$ cat src/common/panel_pkg.sv
`default_nettype none

package panel_pkg;

    localparam int NUM_DIGITS = 8;

    typedef logic [9:0] knob_t;   // one pot reading
    typedef logic [2:0] route_t;  // patch source index

    // all panel controls, as delivered by the pcb scanner
    typedef struct packed {
        knob_t  volume;
        knob_t  pitch;
        knob_t  delay_wet;
        knob_t  delay_rate;
        knob_t  delay_feedback;
        knob_t  reverb_wet;
        knob_t  reverb_size;
        knob_t  reverb_feedback;
        knob_t  filter_quality;
        knob_t  filter_cutoff;
        knob_t  distortion_drive;
        knob_t  crush_pressure;
        route_t output_src;
        route_t crush_src;
        route_t distortion_src;
        route_t filter_src;
        route_t reverb_src;
        route_t delay_src;
    } panel_settings_t;

    typedef enum logic [2:0] {
        PAGE_REQ_COUNT      = 3'd0,
        PAGE_VOL_PITCH      = 3'd1,
        PAGE_DLY_WET_RATE   = 3'd2,
        PAGE_DLY_FB_REV_WET = 3'd3,
        PAGE_REV_SIZE_FB    = 3'd4,
        PAGE_FILTER         = 3'd5,
        PAGE_DRIVE_CRUSH    = 3'd6,
        PAGE_ROUTES         = 3'd7
    } page_t;

    // two knobs, each right aligned in a 16 bit half
    typedef struct packed {
        logic [5:0] pad_hi;
        knob_t      knob_hi;
        logic [5:0] pad_lo;
        knob_t      knob_lo;
    } knob_pair_t;

    typedef struct packed {
        logic   zero;
        route_t src;
    } route_field_t;  // one hex digit per route

    typedef struct packed {
        logic [7:0]   pad;
        route_field_t delay;
        route_field_t reverb;
        route_field_t filter;
        route_field_t distortion;
        route_field_t crush;
        route_field_t output_jack;  // dry path
    } route_set_t;

    // display word, nibble i goes to digit i
    typedef union packed {
        knob_pair_t                 knobs;
        route_set_t                 routes;
        logic [NUM_DIGITS-1:0][3:0] nibbles;
    } disp_word_u;

    typedef logic [6:0]            seg_t;    // gfedcba, active low
    typedef logic [NUM_DIGITS-1:0] anode_t;  // active low

    localparam seg_t   SEG_BLANK = 7'h7f;
    localparam anode_t ANODE_OFF = '1;

    localparam seg_t SEG_HEX [16] = '{
        7'h40, 7'h79, 7'h24, 7'h30,  // 0 1 2 3
        7'h19, 7'h12, 7'h02, 7'h78,  // 4 5 6 7
        7'h00, 7'h10, 7'h08, 7'h03,  // 8 9 A b
        7'h46, 7'h21, 7'h06, 7'h0e   // C d E F
    };

endpackage

`default_nettype wire

$ cat src/display/digit_scan.sv
`timescale 1ns/1ps
`default_nettype none

module digit_scan #(
    parameter int SCAN_DIV_BITS = 16
) (
    input  logic              clk_dram_ctrl,
    input  logic              rst,
    input  panel_pkg::seg_t   i_segs [panel_pkg::NUM_DIGITS],
    output panel_pkg::seg_t   o_cathode,
    output panel_pkg::anode_t o_anode
);

    localparam int IDX_W = $clog2(panel_pkg::NUM_DIGITS);
    localparam logic [IDX_W-1:0] LAST_IDX = IDX_W'(panel_pkg::NUM_DIGITS - 1);

    logic [SCAN_DIV_BITS-1:0] scan_cnt;
    logic                     scan_wrap;
    logic [IDX_W-1:0]         digit_idx;  // digit currently lit
    logic [IDX_W-1:0]         idx_next;
    logic                     lit;        // set by the first wrap
    logic                     lit_next;

    assign scan_wrap = &scan_cnt;
    assign lit_next  = lit | scan_wrap;

    always_comb begin
        idx_next = digit_idx;
        if (scan_wrap && lit) begin
            idx_next = (digit_idx == LAST_IDX) ? '0 : digit_idx + 1'b1;
        end
    end

    always_ff @(posedge clk_dram_ctrl) begin
        if (rst) begin
            scan_cnt  <= '0;
            digit_idx <= '0;
            lit       <= 1'b0;
            o_anode   <= panel_pkg::ANODE_OFF;
            o_cathode <= panel_pkg::SEG_BLANK;
        end else begin
            scan_cnt  <= scan_cnt + 1'b1;
            digit_idx <= idx_next;
            lit       <= lit_next;
            if (lit_next) begin
                o_anode   <= ~(panel_pkg::anode_t'(1) << idx_next);
                o_cathode <= i_segs[idx_next];  // follows the decoder every cycle
            end
        end
    end

    a_one_digit_lit: assert property (
        @(posedge clk_dram_ctrl) disable iff (rst)
        $onehot0(~o_anode)
    );

    // anodes only move on a scan tick
    a_anode_on_wrap: assert property (
        @(posedge clk_dram_ctrl) disable iff (rst)
        !$stable(o_anode) |-> $past(scan_wrap)
    );

endmodule

`default_nettype wire

$ cat src/display/seg_decoder.sv
`timescale 1ns/1ps
`default_nettype none

// hex nibble to cathode pattern, one per digit
module seg_decoder (
    input  logic            clk_dram_ctrl,
    input  logic            rst,
    input  logic [3:0]      i_nibble,
    output panel_pkg::seg_t o_seg
);

    always_ff @(posedge clk_dram_ctrl) begin
        if (rst) begin
            o_seg <= panel_pkg::SEG_BLANK;
        end else begin
            o_seg <= panel_pkg::SEG_HEX[i_nibble];
        end
    end

endmodule

`default_nettype wire

$ cat src/hdl/knob_sync.sv
`timescale 1ns/1ps
`default_nettype none

// brings the panel controls over from the scanner clock
module knob_sync (
    input  logic                       clk_dram_ctrl,
    input  logic                       rst,
    input  panel_pkg::panel_settings_t i_settings,
    output panel_pkg::panel_settings_t o_settings
);

    panel_pkg::panel_settings_t meta_q;  // first flop, may go metastable
    panel_pkg::panel_settings_t sync_q;

    // knobs move slowly, a level capture is enough here
    always_ff @(posedge clk_dram_ctrl) begin
        if (rst) begin
            meta_q <= '0;
            sync_q <= '0;
        end else begin
            meta_q <= i_settings;
            sync_q <= meta_q;
        end
    end

    assign o_settings = sync_q;

endmodule

`default_nettype wire

$ cat src/hdl/panel_monitor_top.sv
`timescale 1ns/1ps
`default_nettype none

// status display for the dram controller clock domain
module panel_monitor_top #(
    parameter int SCAN_DIV_BITS = 16  // log2 of cycles per digit
) (
    input  logic                       clk_dram_ctrl,
    input  logic                       rst,
    input  panel_pkg::panel_settings_t i_settings,
    input  panel_pkg::page_t           i_page,
    input  logic                       i_req_complete,
    output panel_pkg::seg_t            o_cathode,
    output panel_pkg::anode_t          o_anode
);

    panel_pkg::panel_settings_t settings_sync;
    panel_pkg::disp_word_u      disp_word;
    panel_pkg::seg_t            digit_segs [panel_pkg::NUM_DIGITS];

    knob_sync u_knob_sync (
        .clk_dram_ctrl (clk_dram_ctrl),
        .rst           (rst),
        .i_settings    (i_settings),
        .o_settings    (settings_sync)
    );

    status_page_select u_page_select (
        .clk_dram_ctrl  (clk_dram_ctrl),
        .rst            (rst),
        .i_settings     (settings_sync),
        .i_page         (i_page),
        .i_req_complete (i_req_complete),
        .o_disp_word    (disp_word)
    );

    // one decoder per digit, digit 0 on the low nibble
    for (genvar k = 0; k < panel_pkg::NUM_DIGITS; k++) begin : g_dec
        seg_decoder u_seg_decoder (
            .clk_dram_ctrl (clk_dram_ctrl),
            .rst           (rst),
            .i_nibble      (disp_word.nibbles[k]),
            .o_seg         (digit_segs[k])
        );
    end

    digit_scan #(
        .SCAN_DIV_BITS (SCAN_DIV_BITS)
    ) u_digit_scan (
        .clk_dram_ctrl (clk_dram_ctrl),
        .rst           (rst),
        .i_segs        (digit_segs),
        .o_cathode     (o_cathode),
        .o_anode       (o_anode)
    );

endmodule

`default_nettype wire

$ cat src/hdl/status_page_select.sv
`timescale 1ns/1ps
`default_nettype none

module status_page_select (
    input  logic                       clk_dram_ctrl,
    input  logic                       rst,
    input  panel_pkg::panel_settings_t i_settings,
    input  panel_pkg::page_t           i_page,
    input  logic                       i_req_complete,
    output panel_pkg::disp_word_u      o_disp_word
);

    logic [23:0] req_count;  // completed memory requests, wraps

    function automatic panel_pkg::knob_pair_t knob_pair(
        input panel_pkg::knob_t hi,
        input panel_pkg::knob_t lo
    );
        panel_pkg::knob_pair_t p;
        p.pad_hi  = '0;
        p.knob_hi = hi;
        p.pad_lo  = '0;
        p.knob_lo = lo;
        return p;
    endfunction

    function automatic panel_pkg::route_set_t route_set(
        input panel_pkg::panel_settings_t s
    );
        panel_pkg::route_set_t r;
        r.pad         = '0;
        r.delay       = {1'b0, s.delay_src};
        r.reverb      = {1'b0, s.reverb_src};
        r.filter      = {1'b0, s.filter_src};
        r.distortion  = {1'b0, s.distortion_src};
        r.crush       = {1'b0, s.crush_src};
        r.output_jack = {1'b0, s.output_src};
        return r;
    endfunction

    always_ff @(posedge clk_dram_ctrl) begin
        if (rst) begin
            req_count <= '0;
        end else if (i_req_complete) begin
            req_count <= req_count + 24'd1;
        end
    end

    always_comb begin
        o_disp_word = '0;
        unique case (i_page)
            panel_pkg::PAGE_REQ_COUNT:
                o_disp_word.nibbles = {16'h0000, req_count[15:0]};  // low half only
            panel_pkg::PAGE_VOL_PITCH:
                o_disp_word.knobs = knob_pair(i_settings.volume, i_settings.pitch);
            panel_pkg::PAGE_DLY_WET_RATE:
                o_disp_word.knobs = knob_pair(i_settings.delay_wet, i_settings.delay_rate);
            panel_pkg::PAGE_DLY_FB_REV_WET:
                o_disp_word.knobs = knob_pair(i_settings.delay_feedback, i_settings.reverb_wet);
            panel_pkg::PAGE_REV_SIZE_FB:
                o_disp_word.knobs = knob_pair(i_settings.reverb_size, i_settings.reverb_feedback);
            panel_pkg::PAGE_FILTER:
                o_disp_word.knobs = knob_pair(i_settings.filter_quality, i_settings.filter_cutoff);
            panel_pkg::PAGE_DRIVE_CRUSH:
                o_disp_word.knobs = knob_pair(i_settings.distortion_drive,
                                              i_settings.crush_pressure);
            panel_pkg::PAGE_ROUTES:
                o_disp_word.routes = route_set(i_settings);
        endcase
    end

    // one step per pulse, and no drift between pulses
    a_req_count_step: assert property (
        @(posedge clk_dram_ctrl) disable iff (rst)
        i_req_complete |=> req_count == $past(req_count) + 24'd1
    );
    a_req_count_hold: assert property (
        @(posedge clk_dram_ctrl) disable iff (rst)
        !i_req_complete |=> $stable(req_count)
    );

endmodule

`default_nettype wire

$ cat config.mk
export PLATFORM = sky130hd
export DESIGN_NAME = panel_monitor_top
export DESIGN_NICKNAME = d
export VERILOG_FILES = /design/src/common/panel_pkg.sv /design/src/display/digit_scan.sv /design/src/display/seg_decoder.sv /design/src/hdl/knob_sync.sv /design/src/hdl/panel_monitor_top.sv /design/src/hdl/status_page_select.sv
export SDC_FILE = /design/constraint.sdc
export NUM_CORES = 1
export LEC_CHECK = 0
export BUFFER_PORTS_ARGS = -buffer_cell sky130_fd_sc_hd__buf_2
export CAP_MARGIN = 20
export CORE_UTILIZATION = 62
export CTS_CLUSTER_DIAMETER = 200
export CTS_CLUSTER_SIZE = 12
export DETAILED_ROUTE_END_ITERATION = 16
export PLACE_DENSITY_LB_ADDON = 0.2
export SYNTH_ARGS = -nofsm -noshare
export SYNTH_HDL_FRONTEND = slang
export SYNTH_SLANG_ARGS = --single-unit
export TNS_END_PERCENT = 30
$ cat constraint.sdc
create_clock -name clk_dram_ctrl -period 5.06 [get_ports clk_dram_ctrl]
set_input_delay 0 -clock clk_dram_ctrl [delete_from_list [all_inputs] [get_ports clk_dram_ctrl]]
set_output_delay 0 -clock clk_dram_ctrl [all_outputs]
set_load 0.01 [all_outputs]
==> impl_results.md <==
- Clk Latency, worst-skew pair: 520 ps
- CTS tree: yes
- Die Span Y: 151 um
- PortBufs: 158
- RSZ-0062 raised after global routing: no
- Final WL: 32100 um
- Lkg Pwr: a little over 7 nW
- Worst Path Required: 5460 ps
- Detailed placement HPWL: approximately 19000 um
- Max VDD drop: between 0.2 and 0.3 mV
- Cts repair resizes: 0
- CTS Sinks: ~380
- Fillers: 1311
- CTS H-Tree Depth: 2
- Mean Syn Cell Area: about 10 um^2
- Maxcap violations: 0
- Syn. warnings: 0
- Critical path class: reg -> reg
- Seq cells post-synth: 375
- Largest net degree at the start of global routing: around 180
- Min-delay worst type: in -> reg
- Fin. Hold Viols: 0
- Count of boundary I/O pins: around 160
- Relative slew slack: roughly a quarter
- Outcome: finished, final reports clean
- Drt pass-1 iters: 5
- Starting Density: 63.0%
- GRT overflow: 0
- Layout cells sized above 1: 15.7%
- Area post-placement: around 15000 um^2
- Layout area overhead: 23.9%
- Clock buffer depth: 3
- DRC viols: 0
- Die area: 22700 um^2
- Measured slew at the worst slew-check pin: about 1100 ps
- Vias: between 10000 and 15000
- Primary FF master, synth: dfxtp_1
- Layout net count: 1778
- CTS root buf: clkbuf_16
- Tmin final: 3120 ps
- Horiz. Die Dim: 151 um
- Setup repair bufs after CTS: 0
- Setup violators final: 0
- CP max FO: 16
- Worst Setup Start Kind: register
- Iteration-0 DRC Markers: 495
- Synth Cell Area: 13700 um^2
- First-pass GRT wire length: 50100 um
- Unique cell type count in the Yosys netlist: 63
- Wire per inst: 17.1 um
- Crit path DAT: 3530 ps
- Initial antenna violation count: 1
- CTS Hold Buffers Added: 139
- Number of global-route vias before repair: approximately 9900
- Finished Cell Area: approximately 17000 um^2
- GRT Util Overall: 28.4%
- Setup TNS: 0 ps
- Row Count: 54
- RD Place Congestion: 0.928
- Clock skew: 14.2 ps
- Gate Count Post-Synth: 1319
- Most common cell after layout, fill and taps aside: dfxtp_1
- Clock Pin Slew Worst Setup and Hold Paths: 60 ps
- Most frequent cells in the layout: dfxtp_1 (375), nor2b_1 (287), buf_2 (158)
- CP Capture Type: register
- Fmax: about 320 MHz
- Ys async rst share: 0%
- Crit share post-route: 61.7%
- P per Cell Area: 352 nW/um^2
- Net count after synthesis: 1503
- Post-DRT Antenna Nets: 0
- Core Footprint: 21800 um^2
- Sequential-to-total area share from yosys stat: 54.8%
- Slew Viols, Final: 0
- Vias per cell: 5.34
- Number of clock buffers inserted by TritonCTS: 37
- EDFF count, synth: 0
[Yosys cell counts, types with 10 or more instances]
library cell | n | area [um^2]
a21oi_1 | 34 | 170
a221o_1 | 13 | 130
a22oi_1 | 13 | 97.6
a31oi_1 | 10 | 62.6
and3_1 | 10 | 62.6
buf_2 | 18 | 90.1
clkbuf_1 | 43 | 161
dfxtp_1 | 375 | 7510
ha_1 | 40 | 500
inv_1 | 27 | 101
mux2_2 | 17 | 191
mux2i_1 | 40 | 400
mux4_2 | 15 | 338
nand2_1 | 89 | 334
nand3_1 | 15 | 75.1
nor2_1 | 65 | 244
nor2b_1 | 287 | 1800
o21ai_0 | 52 | 260
xor2_1 | 18 | 158
[worst paths after layout]
kind	start	end	slack, ps	cells after the start
setup / recovery	u_digit_scan.scan_cnt[0]	u_digit_scan.o_cathode[0]	1940	9
hold / removal	rst	u_digit_scan.scan_cnt[14]	50	2
setup reg to reg	u_digit_scan.scan_cnt[0]	u_digit_scan.o_cathode[0]	1940	9
hold reg to reg	u_knob_sync.meta_q[118]	u_knob_sync.o_settings[118]	430	1
[layout make-up]
cell class                      instances  area [um^2]  area share [%]
Antenna cell                            1         2.50          0.0147
Clock buffer                           37          926            5.45
Clock inverter                          3         28.8           0.169
Inverter                               29          109           0.641
Multi-Input combinational cell        843         5790            34.1
Sequential cell                       375         7510            44.2
Tap cell                              280          350            2.06
Timing Repair Buffer                  308         2270            13.4
[stage by stage]
| stage | util (%) | hold WS, ps | total power [W] | std cells | worst slack (ps) |
|---|---|---|---|---|---|
| 3_3_place_gp | 67.2 | 208 | 0.00361 | 1694 | 2050 |
| 5_1_grt | 78.1 | 114 | 0.00618 | 1876 | 1690 |
| 6_report | 78.1 | 45.7 | 0.00599 | 1876 | 1940 |
| 4_1_cts | 78.0 | 70.9 | 0.00599 | 1874 | 1950 |
| 3_5_place_dp | 67.2 | 212 | 0.00362 | 1695 | 1910 |
| 2_1_floorplan | - | 27.7 | 0.00348 | 1319 | 2600 |
[cells by family after synthesis]
kind of cell / share of synthesized area [%]
XOR/XNOR: 1.66
flip-flops: 54.8
AND/OR/NAND/NOR: 20.6
adder cells (fa/ha/maj): 3.65
AO/OA/AOI/OAI: 9.48
buffers and inverters: 3.01
multiplexers: 6.78
[report_power, final]
group          internal, W  switching [W]  total [W]
Clock              0.00130        0.00103    0.00233
Combinational     0.000267       0.000249   0.000516
Sequential         0.00310      0.0000490    0.00314
[per-layer routing]
layer  track usage [%]  wire length (um)  up-vias
met1              35.1             13600     4719
met4              9.85               824        0
met5                 0                 0        -
met2              50.7             16200      290
met3              4.03              1460       58
li1                  -                 -     4954
[critical path, stage by stage, from the launching register on]
cell,delay [ps]
dfxtp_1,350
ha_1,210
nand4_1,170
nor4_4,740
mux2i_1,500
buf_4,320
nor2_1,60
a21oi_1,290
nand2_1,120
o221a_2,260
[registers in the layout, indices dropped and copies added (netlist names)]
signal / cells
u_knob_sync.meta_q: 138
u_knob_sync.o_settings: 138
g_dec.u_seg_decoder.o_seg: 48
u_digit_scan.scan_cnt: 16
u_page_select.req_count: 16
u_digit_scan.o_anode: 8
u_digit_scan.o_cathode: 7
u_digit_scan.digit_idx: 3
u_digit_scan.lit: 1
Power figures use the tool's default switching activity.
